`src/rtl/rv32i_types_pkg.sv`:
```
package rv32i_types_pkg;

    typedef logic [31:0] pc_t;                   // byte address of an instruction

    // major opcodes, bits [6:0] of the instruction word
    typedef enum logic [6:0] {
        op_lui   = 7'b0110111,                   // load upper immediate
        op_auipc = 7'b0010111,                   // add upper immediate to pc
        op_jal   = 7'b1101111,                   // jump and link, pc relative
        op_jalr  = 7'b1100111,                   // jump and link, register based
        op_br    = 7'b1100011,                   // conditional branches
        op_load  = 7'b0000011,                   // loads
        op_store = 7'b0100011,                   // stores
        op_imm   = 7'b0010011,                   // register-immediate alu ops
        op_reg   = 7'b0110011                    // register-register alu ops
    } rv32i_opcode_t;

    typedef enum logic [2:0] {
        beq  = 3'b000,
        bne  = 3'b001,
        blt  = 3'b100,                           // signed compare
        bge  = 3'b101,                           // signed compare
        bltu = 3'b110,                           // unsigned compare
        bgeu = 3'b111                            // unsigned compare
    } branch_funct3_t;

    typedef struct packed {
        logic          imm_12;                   // sign bit of the branch offset
        logic [5:0]    imm_10_5;
        logic [4:0]    rs2;
        logic [4:0]    rs1;
        logic [2:0]    funct3;                   // branch condition
        logic [3:0]    imm_4_1;
        logic          imm_11;
        rv32i_opcode_t opcode;
    } b_fmt_t;

    // upper 12 bits double as the i-type immediate of jalr
    typedef struct packed {
        logic          imm_20;                   // sign bit, also i-imm bit 11
        logic [9:0]    imm_10_1;                 // also i-imm bits 10:1
        logic          imm_11;                   // also i-imm bit 0
        logic [7:0]    imm_19_12;
        logic [4:0]    rd;
        rv32i_opcode_t opcode;
    } j_fmt_t;

    typedef union packed {
        b_fmt_t b_fmt;                           // conditional branch view
        j_fmt_t j_fmt;                           // jal view, jalr immediate view
    } rv32i_inst_t;

    localparam logic [31:0] nop_inst = 32'h0000_0013;   // addi x0, x0, 0

    function automatic pc_t b_imm(input rv32i_inst_t ir);
        return {{20{ir.b_fmt.imm_12}}, ir.b_fmt.imm_11, ir.b_fmt.imm_10_5,
                ir.b_fmt.imm_4_1, 1'b0};         // offsets are halfword aligned
    endfunction

    function automatic pc_t j_imm(input rv32i_inst_t ir);
        return {{12{ir.j_fmt.imm_20}}, ir.j_fmt.imm_19_12, ir.j_fmt.imm_11,
                ir.j_fmt.imm_10_1, 1'b0};
    endfunction

    function automatic pc_t i_imm(input rv32i_inst_t ir);
        return {{20{ir.j_fmt.imm_20}}, ir.j_fmt.imm_20, ir.j_fmt.imm_10_1,
                ir.j_fmt.imm_11};                // bits [31:20] of the word
    endfunction

endpackage

```
`src/rtl/pipe_ctrl_pkg.sv`:
```
package pipe_ctrl_pkg;

    // pc mux select, driven from execute
    typedef enum logic {
        pc_predict  = 1'b0,                      // fetch picks its own next pc
        pc_redirect = 1'b1                       // execute overrides the prediction
    } branchmux_sel_t;

    // first fetch address out of reset
    localparam rv32i_types_pkg::pc_t reset_pc = 32'h0000_0000;

    // step between sequential instructions, no compressed encodings
    localparam rv32i_types_pkg::pc_t inst_bytes = 32'd4;

endpackage

```
`src/rtl/pipe_stage_if.sv`:
```
`timescale 1ns/1ns

interface pipe_stage_if;
    import rv32i_types_pkg::*;

    logic        valid;                          // slot holds a live instruction
    pc_t         pc;                             // address the word was fetched from
    rv32i_inst_t ir;                             // instruction word, nop when flushed
    logic        predicted;                      // fetch went down the taken path

    // producing stage
    modport src (
        output valid,
        output pc,
        output ir,
        output predicted
    );

    // consuming stage
    modport dst (
        input valid,
        input pc,
        input ir,
        input predicted
    );

endinterface

```
`src/rtl/fetch_stage.sv`:
```
`timescale 1ns/1ns

module fetch_stage (
    input  logic                          clk,
    input  logic                          reset,
    input  logic                          pipeline_en,    // pc holds when low
    input  pipe_ctrl_pkg::branchmux_sel_t branchmux_sel,  // from the resolver
    input  rv32i_types_pkg::pc_t          redirect_pc,    // corrected target
    input  logic [31:0]                   inst_rdata,     // combinational read data
    output rv32i_types_pkg::pc_t          inst_addr,      // imem address, the pc itself
    output logic                          inst_read,      // imem read strobe
    pipe_stage_if.src                     if_slot         // slot into if/id
);
    import rv32i_types_pkg::*;
    import pipe_ctrl_pkg::*;

    pc_t         pc_q;                           // program counter
    pc_t         pc_next;                        // pc mux output
    pc_t         seq_pc;                         // fall-through address
    pc_t         br_target;                      // pc + b-immediate
    pc_t         jal_target;                     // pc + j-immediate
    rv32i_inst_t fetch_ir;                       // fetched word, both views
    logic        predict_taken;                  // static predictor decision
    logic        redirecting;                    // execute overrides this cycle

    assign fetch_ir    = inst_rdata;             // reinterpret as union
    assign redirecting = (branchmux_sel == pc_redirect);

    // candidate next addresses, all from the current pc
    assign seq_pc     = pc_q + inst_bytes;
    assign br_target  = pc_q + b_imm(fetch_ir);
    assign jal_target = pc_q + j_imm(fetch_ir);

    // static predictor: conditional branches and jal go taken,
    // jalr and everything else fall through until execute says otherwise
    always_comb begin
        predict_taken = 1'b0;
        case (fetch_ir.b_fmt.opcode)
            op_br:   predict_taken = 1'b1;       // backward or forward, always taken
            op_jal:  predict_taken = 1'b1;       // unconditional, target known here
            default: predict_taken = 1'b0;
        endcase
    end

    // pc mux
    always_comb begin
        pc_next = seq_pc;                        // default sequential
        if (redirecting) begin
            pc_next = redirect_pc;               // mispredict or jalr from execute
        end else if (predict_taken) begin
            if (fetch_ir.b_fmt.opcode == op_jal) begin
                pc_next = jal_target;
            end else begin
                pc_next = br_target;
            end
        end
    end

    // pc register, loads only on enabled cycles
    always_ff @(posedge clk) begin
        if (reset) begin
            pc_q <= reset_pc;
        end else if (pipeline_en) begin
            pc_q <= pc_next;
        end
    end

    assign inst_addr = pc_q;                     // no wait states, address is the pc
    assign inst_read = 1'b1;                     // a fetch every cycle

    // outgoing slot, killed when execute redirects
    assign if_slot.valid     = !redirecting;
    assign if_slot.pc        = pc_q;
    assign if_slot.ir        = fetch_ir;
    assign if_slot.predicted = predict_taken && !redirecting;

endmodule

```
`src/rtl/pipe_buffer.sv`:
```
`timescale 1ns/1ns

module pipe_buffer (
    input  logic      clk,
    input  logic      reset,
    input  logic      pipeline_en,               // stall when low
    input  logic      flush,                     // replace slot with a bubble
    pipe_stage_if.dst d,                         // slot from the older stage
    pipe_stage_if.src q                          // slot to the younger stage
);
    import rv32i_types_pkg::*;

    logic bubble;                                // load an invalid nop slot

    assign bubble = flush || !d.valid;

    // control part of the slot
    always_ff @(posedge clk) begin
        if (reset) begin
            q.valid     <= 1'b0;
            q.predicted <= 1'b0;
            q.ir        <= nop_inst;             // ex sees a clean nop out of reset
        end else if (pipeline_en) begin
            if (bubble) begin
                q.valid     <= 1'b0;
                q.predicted <= 1'b0;
                q.ir        <= nop_inst;
            end else begin
                q.valid     <= 1'b1;
                q.predicted <= d.predicted;
                q.ir        <= d.ir;
            end
        end
    end

    // pc travels along even for bubbles
    always_ff @(posedge clk) begin
        if (pipeline_en) begin
            q.pc <= d.pc;
        end
    end

endmodule

```
`src/rtl/branch_resolver.sv`:
```
`timescale 1ns/1ns

module branch_resolver (
    pipe_stage_if.dst                     ex_slot,        // instruction in execute
    input  logic                          pipeline_en,    // no redirect on a stall
    input  logic [31:0]                   rs1_data,       // operand a
    input  logic [31:0]                   rs2_data,       // operand b
    output pipe_ctrl_pkg::branchmux_sel_t branchmux_sel,  // pc mux select for fetch
    output rv32i_types_pkg::pc_t          redirect_pc,    // corrected fetch address
    output logic                          flush           // kill if/id and id/ex
);
    import rv32i_types_pkg::*;
    import pipe_ctrl_pkg::*;

    logic  is_br;                                // valid conditional branch
    logic  is_jalr;                              // valid jalr
    logic  br_taken;                             // actual branch outcome
    logic  br_mispredict;                        // outcome differs from fetch
    logic  redirect;                             // ungated redirect request
    pc_t   fall_target;                          // pc + 4
    pc_t   taken_target;                         // pc + b-immediate
    pc_t   jalr_sum;                             // rs1 + i-immediate
    pc_t   target;                               // selected correction

    assign is_br   = ex_slot.valid && (ex_slot.ir.b_fmt.opcode == op_br);
    assign is_jalr = ex_slot.valid && (ex_slot.ir.j_fmt.opcode == op_jalr);

    // branch condition by funct3
    always_comb begin
        case (branch_funct3_t'(ex_slot.ir.b_fmt.funct3))
            beq:     br_taken = (rs1_data == rs2_data);
            bne:     br_taken = (rs1_data != rs2_data);
            blt:     br_taken = ($signed(rs1_data) <  $signed(rs2_data));
            bge:     br_taken = ($signed(rs1_data) >= $signed(rs2_data));
            bltu:    br_taken = (rs1_data <  rs2_data);
            bgeu:    br_taken = (rs1_data >= rs2_data);
            default: br_taken = 1'b0;            // reserved codes never branch
        endcase
    end

    assign br_mispredict = is_br && (br_taken != ex_slot.predicted);

    // correction targets
    assign fall_target  = ex_slot.pc + inst_bytes;
    assign taken_target = ex_slot.pc + b_imm(ex_slot.ir);
    assign jalr_sum     = rs1_data + i_imm(ex_slot.ir);

    always_comb begin
        target = fall_target;
        if (is_jalr) begin
            target = {jalr_sum[31:1], 1'b0};     // lsb cleared per the isa
        end else if (br_taken) begin
            target = taken_target;               // predicted not taken, went taken
        end
    end

    assign redirect = br_mispredict || is_jalr;  // jalr is never predicted in fetch

    // outputs only act on enabled cycles
    assign branchmux_sel = (redirect && pipeline_en) ? pc_redirect : pc_predict;
    assign redirect_pc   = (redirect && pipeline_en) ? target : '0;
    assign flush         = redirect && pipeline_en;

endmodule

```
`src/rtl/rv32i_frontend.sv`:
```
`timescale 1ns/1ns

module rv32i_frontend (
    input  logic                         clk,
    input  logic                         reset,
    input  logic                         pipeline_en,   // global stall, low holds
    input  logic [31:0]                  inst_rdata,    // imem data, same cycle
    input  logic [31:0]                  rs1_data,      // operands of the ex instruction
    input  logic [31:0]                  rs2_data,
    output rv32i_types_pkg::pc_t         inst_addr,     // imem address
    output logic                         inst_read,     // imem read strobe
    output logic                         ex_valid,      // ex slot holds a live instruction
    output rv32i_types_pkg::pc_t         ex_pc,
    output rv32i_types_pkg::rv32i_inst_t ex_ir,
    output logic                         redirect       // execute corrected the fetch path
);
    import rv32i_types_pkg::*;
    import pipe_ctrl_pkg::*;

    branchmux_sel_t branchmux_sel;               // resolver to pc mux
    pc_t            redirect_pc;                 // resolver target
    logic           flush;                       // kills both buffers

    pipe_stage_if if_slot ();                    // fetch to if/id
    pipe_stage_if id_slot ();                    // if/id to id/ex
    pipe_stage_if ex_slot ();                    // id/ex to resolver

    fetch_stage i_fetch (
        .clk           (clk),
        .reset         (reset),
        .pipeline_en   (pipeline_en),
        .branchmux_sel (branchmux_sel),
        .redirect_pc   (redirect_pc),
        .inst_rdata    (inst_rdata),
        .inst_addr     (inst_addr),
        .inst_read     (inst_read),
        .if_slot       (if_slot.src)
    );

    pipe_buffer i_if_id (
        .clk         (clk),
        .reset       (reset),
        .pipeline_en (pipeline_en),
        .flush       (flush),
        .d           (if_slot.dst),
        .q           (id_slot.src)
    );

    pipe_buffer i_id_ex (
        .clk         (clk),
        .reset       (reset),
        .pipeline_en (pipeline_en),
        .flush       (flush),
        .d           (id_slot.dst),
        .q           (ex_slot.src)
    );

    branch_resolver i_resolver (
        .ex_slot       (ex_slot.dst),
        .pipeline_en   (pipeline_en),
        .rs1_data      (rs1_data),
        .rs2_data      (rs2_data),
        .branchmux_sel (branchmux_sel),
        .redirect_pc   (redirect_pc),
        .flush         (flush)
    );

    // ex slot out to the rest of the pipeline
    assign ex_valid = ex_slot.valid;
    assign ex_pc    = ex_slot.pc;
    assign ex_ir    = ex_slot.ir;
    assign redirect = flush;                     // same strobe that kills the buffers

endmodule

```
`config.mk`:
```
export PLATFORM = sky130hd
export DESIGN_NAME = rv32i_frontend
export DESIGN_NICKNAME = d
export VERILOG_FILES = /design/src/rtl/rv32i_types_pkg.sv /design/src/rtl/pipe_ctrl_pkg.sv /design/src/rtl/pipe_stage_if.sv /design/src/rtl/fetch_stage.sv /design/src/rtl/pipe_buffer.sv /design/src/rtl/branch_resolver.sv /design/src/rtl/rv32i_frontend.sv
export SDC_FILE = /design/constraint.sdc
export NUM_CORES = 1
export LEC_CHECK = 0
export ABC_CLOCK_PERIOD_IN_PS = 5010
export BUFFER_PORTS_ARGS = -buffer_cell sky130_fd_sc_hd__buf_2
export CELL_PAD_IN_SITES_DETAIL_PLACEMENT = 1
export CELL_PAD_IN_SITES_GLOBAL_PLACEMENT = 1
export CORE_MARGIN = 4
export CORE_UTILIZATION = 45
export CTS_CLUSTER_SIZE = 14
export DETAILED_ROUTE_END_ITERATION = 16
export PLACE_DENSITY = 0.87
export SLEW_MARGIN = 10
export SYNTH_ARGS = -nofsm -noshare
export SYNTH_HDL_FRONTEND = slang
export SYNTH_HIERARCHICAL = 1
export SYNTH_SLANG_ARGS = --single-unit
```
`constraint.sdc`:
```
create_clock -name clk -period 5.01 [get_ports clk]
set_input_delay 1.002 -clock clk [delete_from_list [all_inputs] [get_ports clk]]
set_output_delay 1.002 -clock clk [all_outputs]
set_load 0.05 [all_outputs]
```
======== Word level (Yosys, flattened, before mapping) ========
Index checks and enable logic that the tools add are counted.
word-level totals
  output and inout port bits .............. 99
  bits in registers ....................... 164
  input port bits ......................... 99
operators by class
  multiplexer cells ....................... 15
  $add $sub $neg .......................... 6
  equality and inequality tests ........... 12
  magnitude comparators ................... 4
  reduce and logical (&&, ||, !) cells .... 12
operators with widths
  kind                     count
  $mux W32                 8
  $add A32 B32 Y32         4
  $add A32 B3 Y32 const B  2
  $ge A32 B32 Y1           2
  $lt A32 B32 Y1           2
  $eq A32 B32 Y1           1
  $ne A32 B32 Y1           1
  $eq A7 B7 Y1 const B     4
  $eq A3 B3 Y1 const B     4
  $mux W1                  6
  $pmux W1 S6              1
  $logic_and A1 B1 Y1      5
  $eq A3 B1 Y1 const B     1
  $logic_not A3 Y1         1
  $logic_or A1 B1 Y1       3
  $logic_not A1 Y1         2
  $reduce_or A2 Y1         1
  $ne A1 B1 Y1             1

======== Longest topological paths before layout ========
  depth after elaboration ................. 10
  depth in mapped cells ................... 21
  mapped depth without buffers ............ 19

======== By module ========
The synthesis kept the hierarchy.
by module, submodules not included
  module           seq. area each (um^2)  area an instance (um^2)  cells an instance  instances
  branch_resolver  0.0                    5,029.8                  736                1
  pipe_buffer      1,641.6                2,422.3                  186                2
  fetch_stage      640.6                  4,600.7                  637                1

======== Worst setup path after synthesis ========
No wires, ideal clock.
  kind .................................... input to register
  from .................................... in rs2_data[27]
  to ...................................... reg i_fetch.pc_q[25], in the netlist i_fetch/if_slot.pc[25]
  data arrival time ....................... 4.615 ns
  slack ................................... 0.319 ns
  stages on the path ...................... 20
  path buffers ............................ 3
  cell sequence ........................... inv_1 ha_1 a21oi_1 o21ai_1 a2111oi_0 a211oi_1 a211o_1 mux2i_1 nand2_2 xnor2_1 o211ai_1 buf_2 inv_1 clkbuf_1 inv_1 clkbuf_1 nor2_1 a2111oi_0 o21ai_0 o22ai_1
on the way
  word-level cells in the longest chain between the ends .. 8
  elaborated cells between the ends (all ways) .. 16
  classes of those cells .................. order compare: 4; eq/ne: 3; mux: 6; reduce/logical: 3
RTL lines
  element                                       RTL line               text
  start, declared                               rv32i_frontend.sv:9    input logic [31:0] rs2_data,
  $ge A32 B32 Y1, or another cell as far along  branch_resolver.sv:36  bgeu: br_taken = (rs1_data >= rs2_data);
  $pmux W1 S6 (*)                               branch_resolver.sv:30  case (branch_funct3_t'(ex_slot.ir.b_fmt.funct3))
  $ne A1 B1 Y1 (*)                              branch_resolver.sv:41  assign br_mispredict = is_br && (br_taken != ex_slot.predicted);
  $logic_and A1 B1 Y1 (*)                       branch_resolver.sv:41
  $logic_or A1 B1 Y1 (*)                        branch_resolver.sv:57  assign redirect = br_mispredict || is_jalr;
  $logic_and A1 B1 Y1 (*)                       branch_resolver.sv:60  assign branchmux_sel = (redirect && pipeline_en) ? pc_redirect : pc_predict;
  $mux W1 (*)                                   branch_resolver.sv:60
  named net branchmux_sel                       rv32i_frontend.sv:20   branchmux_sel_t branchmux_sel;
  $mux W32 (*)                                  fetch_stage.sv:48      if (redirecting) begin
  end signal, assigned                          fetch_stage.sv:62      pc_q <= reset_pc;
  end signal, assigned                          fetch_stage.sv:64      pc_q <= pc_next;
  end, declared                                 fetch_stage.sv:17      pc_t pc_q;
Mark *: on every way through the listed nets, which the timed path passes. The rest lies on a longest branch.
A chain may end at the register's enable or synchronous reset.

======== Final worst setup path ========
  from .................................... in rs1_data[27]
  to ...................................... out redirect
on the way
  word-level cells in the longest chain between the ends .. 6
  elaborated cells between the ends (all ways) .. 11
  classes of those cells .................. order compare: 4; eq/ne: 3; mux: 1; reduce/logical: 3
RTL lines
  element                                       RTL line               text
  start, declared                               rv32i_frontend.sv:8    input logic [31:0] rs1_data,
  $ge A32 B32 Y1, or another cell as far along  branch_resolver.sv:36
  $pmux W1 S6 (*)                               branch_resolver.sv:30
  $ne A1 B1 Y1 (*)                              branch_resolver.sv:41
  $logic_and A1 B1 Y1 (*)                       branch_resolver.sv:41
  $logic_or A1 B1 Y1 (*)                        branch_resolver.sv:57
  $logic_and A1 B1 Y1 (*)                       branch_resolver.sv:62  assign flush = redirect && pipeline_en;
  end, declared                                 rv32i_frontend.sv:15   output logic redirect
Mark *: on every way between the ends. The rest lies on a longest branch, timed or not.

==> impl_results.md <==
* Outcome: finished, final reports clean
* DRC at 0
* Worst hold margin at about 410 ps
* Core Box Area at about 32,000 sq um
* Utilization after layout at roughly 50%
* Die area at around 35,000 sq um
* Achievable Freq at slightly above 200 MHz
* Critical Path Start Type: input pin
* CTS tree: done
* R2R depth at 15
* Rows at 65
* M2 GR Usage at between 40% and 50%
* Static leakage at approximately 7.0 nW
* 1st-pass router iterations at 6
* Clock root buffer: clkbuf_16
* # diodes at 0
* Slew margin rel. at 33.5%
* WHS Path Cells at 0
* Final ANT Viol Nets at 0
* RSZ-0062 raised after global routing: no
* Synth Register Bits at about 160
* Post-DP HPWL at about 37 mm
* First-pass GRT wire length at 78.9 mm
* GRT Residual Overflow at 0
* Crit path DAT at just under 4000 ps
* Clock sinks at about 160
* Largest net degree at the start of global routing at around 210
* GRT busiest layer: met2
* Area Growth Syn to Fin at 9.81%
* Post-synthesis net count at 1,974
* Mapped Area at ~14,000 sq um
* CTS max path bufs at 2
* H-tree levels at 4
* Cts bufs inserted at 17
* Largest driver fanout on the critical path at 4
* Synthesized area per cell at 8.30 sq um
* Worst-margin pin slew at ~1000 ps
* Hold_buf cts at 0
* Vias/cell at slightly above 6
* Hold crit path type: reg2reg
* Asr flop ratio synth at 0%
* Worst-skew pair later-pin latency at 450 ps
* Cells after Synth at 1,745
* Count of different cell masters after synthesis at 87
* Initial Util at between 40% and 50%
* Fin. max-slew vios at 0
* Vias post-DR at 13,984
* Crit path time final at slightly below 5000 ps
* Final total power at roughly 3.6 mW
* Maximum vdd drop at 0.222 mV
* Setup violators final at 0
* Final WL at roughly 51 mm
* Reg clk slew, reported paths at ~80 ps
* Chip width at ~190 um
* Maxcap violations at 0
* Nets at 2,064
* GRT Resource Usage Total at 27.5%
* Top Ports at approximately 200
* Share of cells above drive strength 1 at 15.6%
* Total negative setup slack at 0 ps
* Die Height at between 150 and 200 um
* Final period util at a little over nine tenths
* Vias in the first global route at 14,166
* Yosys warns at 6
* Final Hold Viols at 0
* Dpl cell area at around 15,000 sq um
* DR WL/cell at between 20 and 25 um
* Register area share after synthesis at 27.1%
* Initial DRC Count at 1,047
* Met3 GRT Util at between 4 and 5%
* Number of port buffers at roughly 200
* Initial antenna violation count at 0
* CP Class: in2out
* Pwr dens at ~230 nW/um^2
* Critical Path RT at between 4000 and 5000 ps
* Critical path capture point type: primary output
* Most common flop cell mapped by yosys: dfxtp_1
* Post-synth EDFFs at 64
* Skew final at 18.8 ps
* Routability Congestion at 0.946
* Global-route met1 utilization at a little under two fifths
* Cell area after layout at around 16,000 sq um
## synthesized netlist by cell type (all sizes together), types with 60 or more instances
| cell type | n | area, sq um |
|---|---|---|
| buf | 98 | 689 |
| xnor2 | 66 | 578 |
| a21oi | 206 | 1040 |
| nand4b | 63 | 552 |
| o21ai | 60 | 304 |
| ha | 127 | 1590 |
| edfxtp | 64 | 1920 |
| nand2b | 75 | 469 |
| nand2 | 133 | 502 |
| nor2 | 118 | 445 |
| inv | 63 | 236 |
| dfxtp | 100 | 2000 |
## worst paths after layout
path         slack (ps)                     end            start
max                 120                redirect     rs1_data[27]
min                 410         i_id_ex/q.pc[5]  i_if_id/q.pc[5]
max reg2reg         370  i_fetch/if_slot.pc[30]  i_id_ex/q.pc[5]
min reg2reg         410         i_id_ex/q.pc[5]  i_if_id/q.pc[5]
## placed cells by master, fill, tap and decap left out, types with 6 or more instances in the layout
cell       instances
nor2b_1           17
buf_4             23
xnor2_1           66
a31oi_1           15
a211oi_1          38
ha_1             127
nand2b_1          75
o21a_1            10
nor2_1           117
and3_1            25
clkbuf_16         17
o21bai_1          20
a21oi_1          205
nand3b_1           7
xor2_1            53
o211ai_1          18
inv_1             62
dfxtp_1           99
nor4bb_1           6
o22ai_1            9
o31ai_1            7
edfxtp_1          64
o21ai_0           49
buf_2            193
mux2i_1           18
a2111oi_0          8
and2_1             7
mux2_2             9
a21o_1            58
nand3_1           44
o21ai_1           10
nand4b_1          63
nand4_1           29
and4_1             9
nor3_1            23
or3_1              8
nand2_1          132
## logic make-up (layout without fill, tap and decap cells)
| group | after synthesis | count (layout) | synth area share, % |
|---|---|---|---|
| buffers and inverters | 213 | 316 | 7.74 |
| flip-flops | 164 | 164 | 27.1 |
| AND/OR/NAND/NOR | 585 | 585 | 22.1 |
| other | 1 | 1 | 0.0259 |
| AO/OA/AOI/OAI | 505 | 505 | 22.5 |
| XOR/XNOR | 119 | 119 | 7.20 |
| multiplexers | 28 | 28 | 2.02 |
| adder cells (fa/ha/maj) | 130 | 130 | 11.4 |
## repair_timing
action / in CTS / in global routing
gates resized for setup: 0 / 1
buffers inserted: 0 / 1
setup endpoints to repair: 0 / 1
## sequential cells by signal, summed over array words and instances (netlist names)
register and flops:
i_id_ex/q.ir 32, i_if_id/q.pc 32, i_id_ex/q.predicted 1, i_if_id/q.valid 1, i_fetch/if_slot.pc 32, i_if_id/q.predicted 1, i_id_ex/q.pc 32, i_if_id/q.ir 32
i_id_ex/q.valid 1
## critical path: stages
cell and delay [ps]:
buf_2 110, ha_1 330, a21oi_1 170, o21ai_1 120, a2111oi_0 480, a211oi_1 150
a211o_1 300, mux2i_1 260, nand2_2 150, xnor2_1 190, o211ai_1 150, inv_2 200
clkbuf_4 270
## routing by layer
layer  vias to the layer above  wire length (um)
li1                       6529                 -
met1                      6839             22500
met2                       498             23300
met3                       118              3340
met4                         0              1590
met5                         -                 0
## layout make-up
cell class | instances | area (sq um)
fillers | 3818 | 15700
multi-input cells | 1368 | 9430
flip-flops and latches | 164 | 3930
repair buffers | 221 | 1220
well taps | 402 | 503
clock buffers | 17 | 425
inverters | 63 | 236
clock inverters | 15 | 155
## where the power goes
group | switching [mW] | internal [mW]
combinational | 0.492 | 0.279
clock | 0.635 | 0.667
sequential | 0.0814 | 1.45
## through the flow
stage	instances	setup WS, ps
2_1_floorplan	1745	319
3_3_place_gp	2217	116
3_5_place_dp	2217	20.4
4_1_cts	2249	25.9
5_1_grt	2250	3.82
6_report	2250	118
Power figures use the tool's default switching activity.
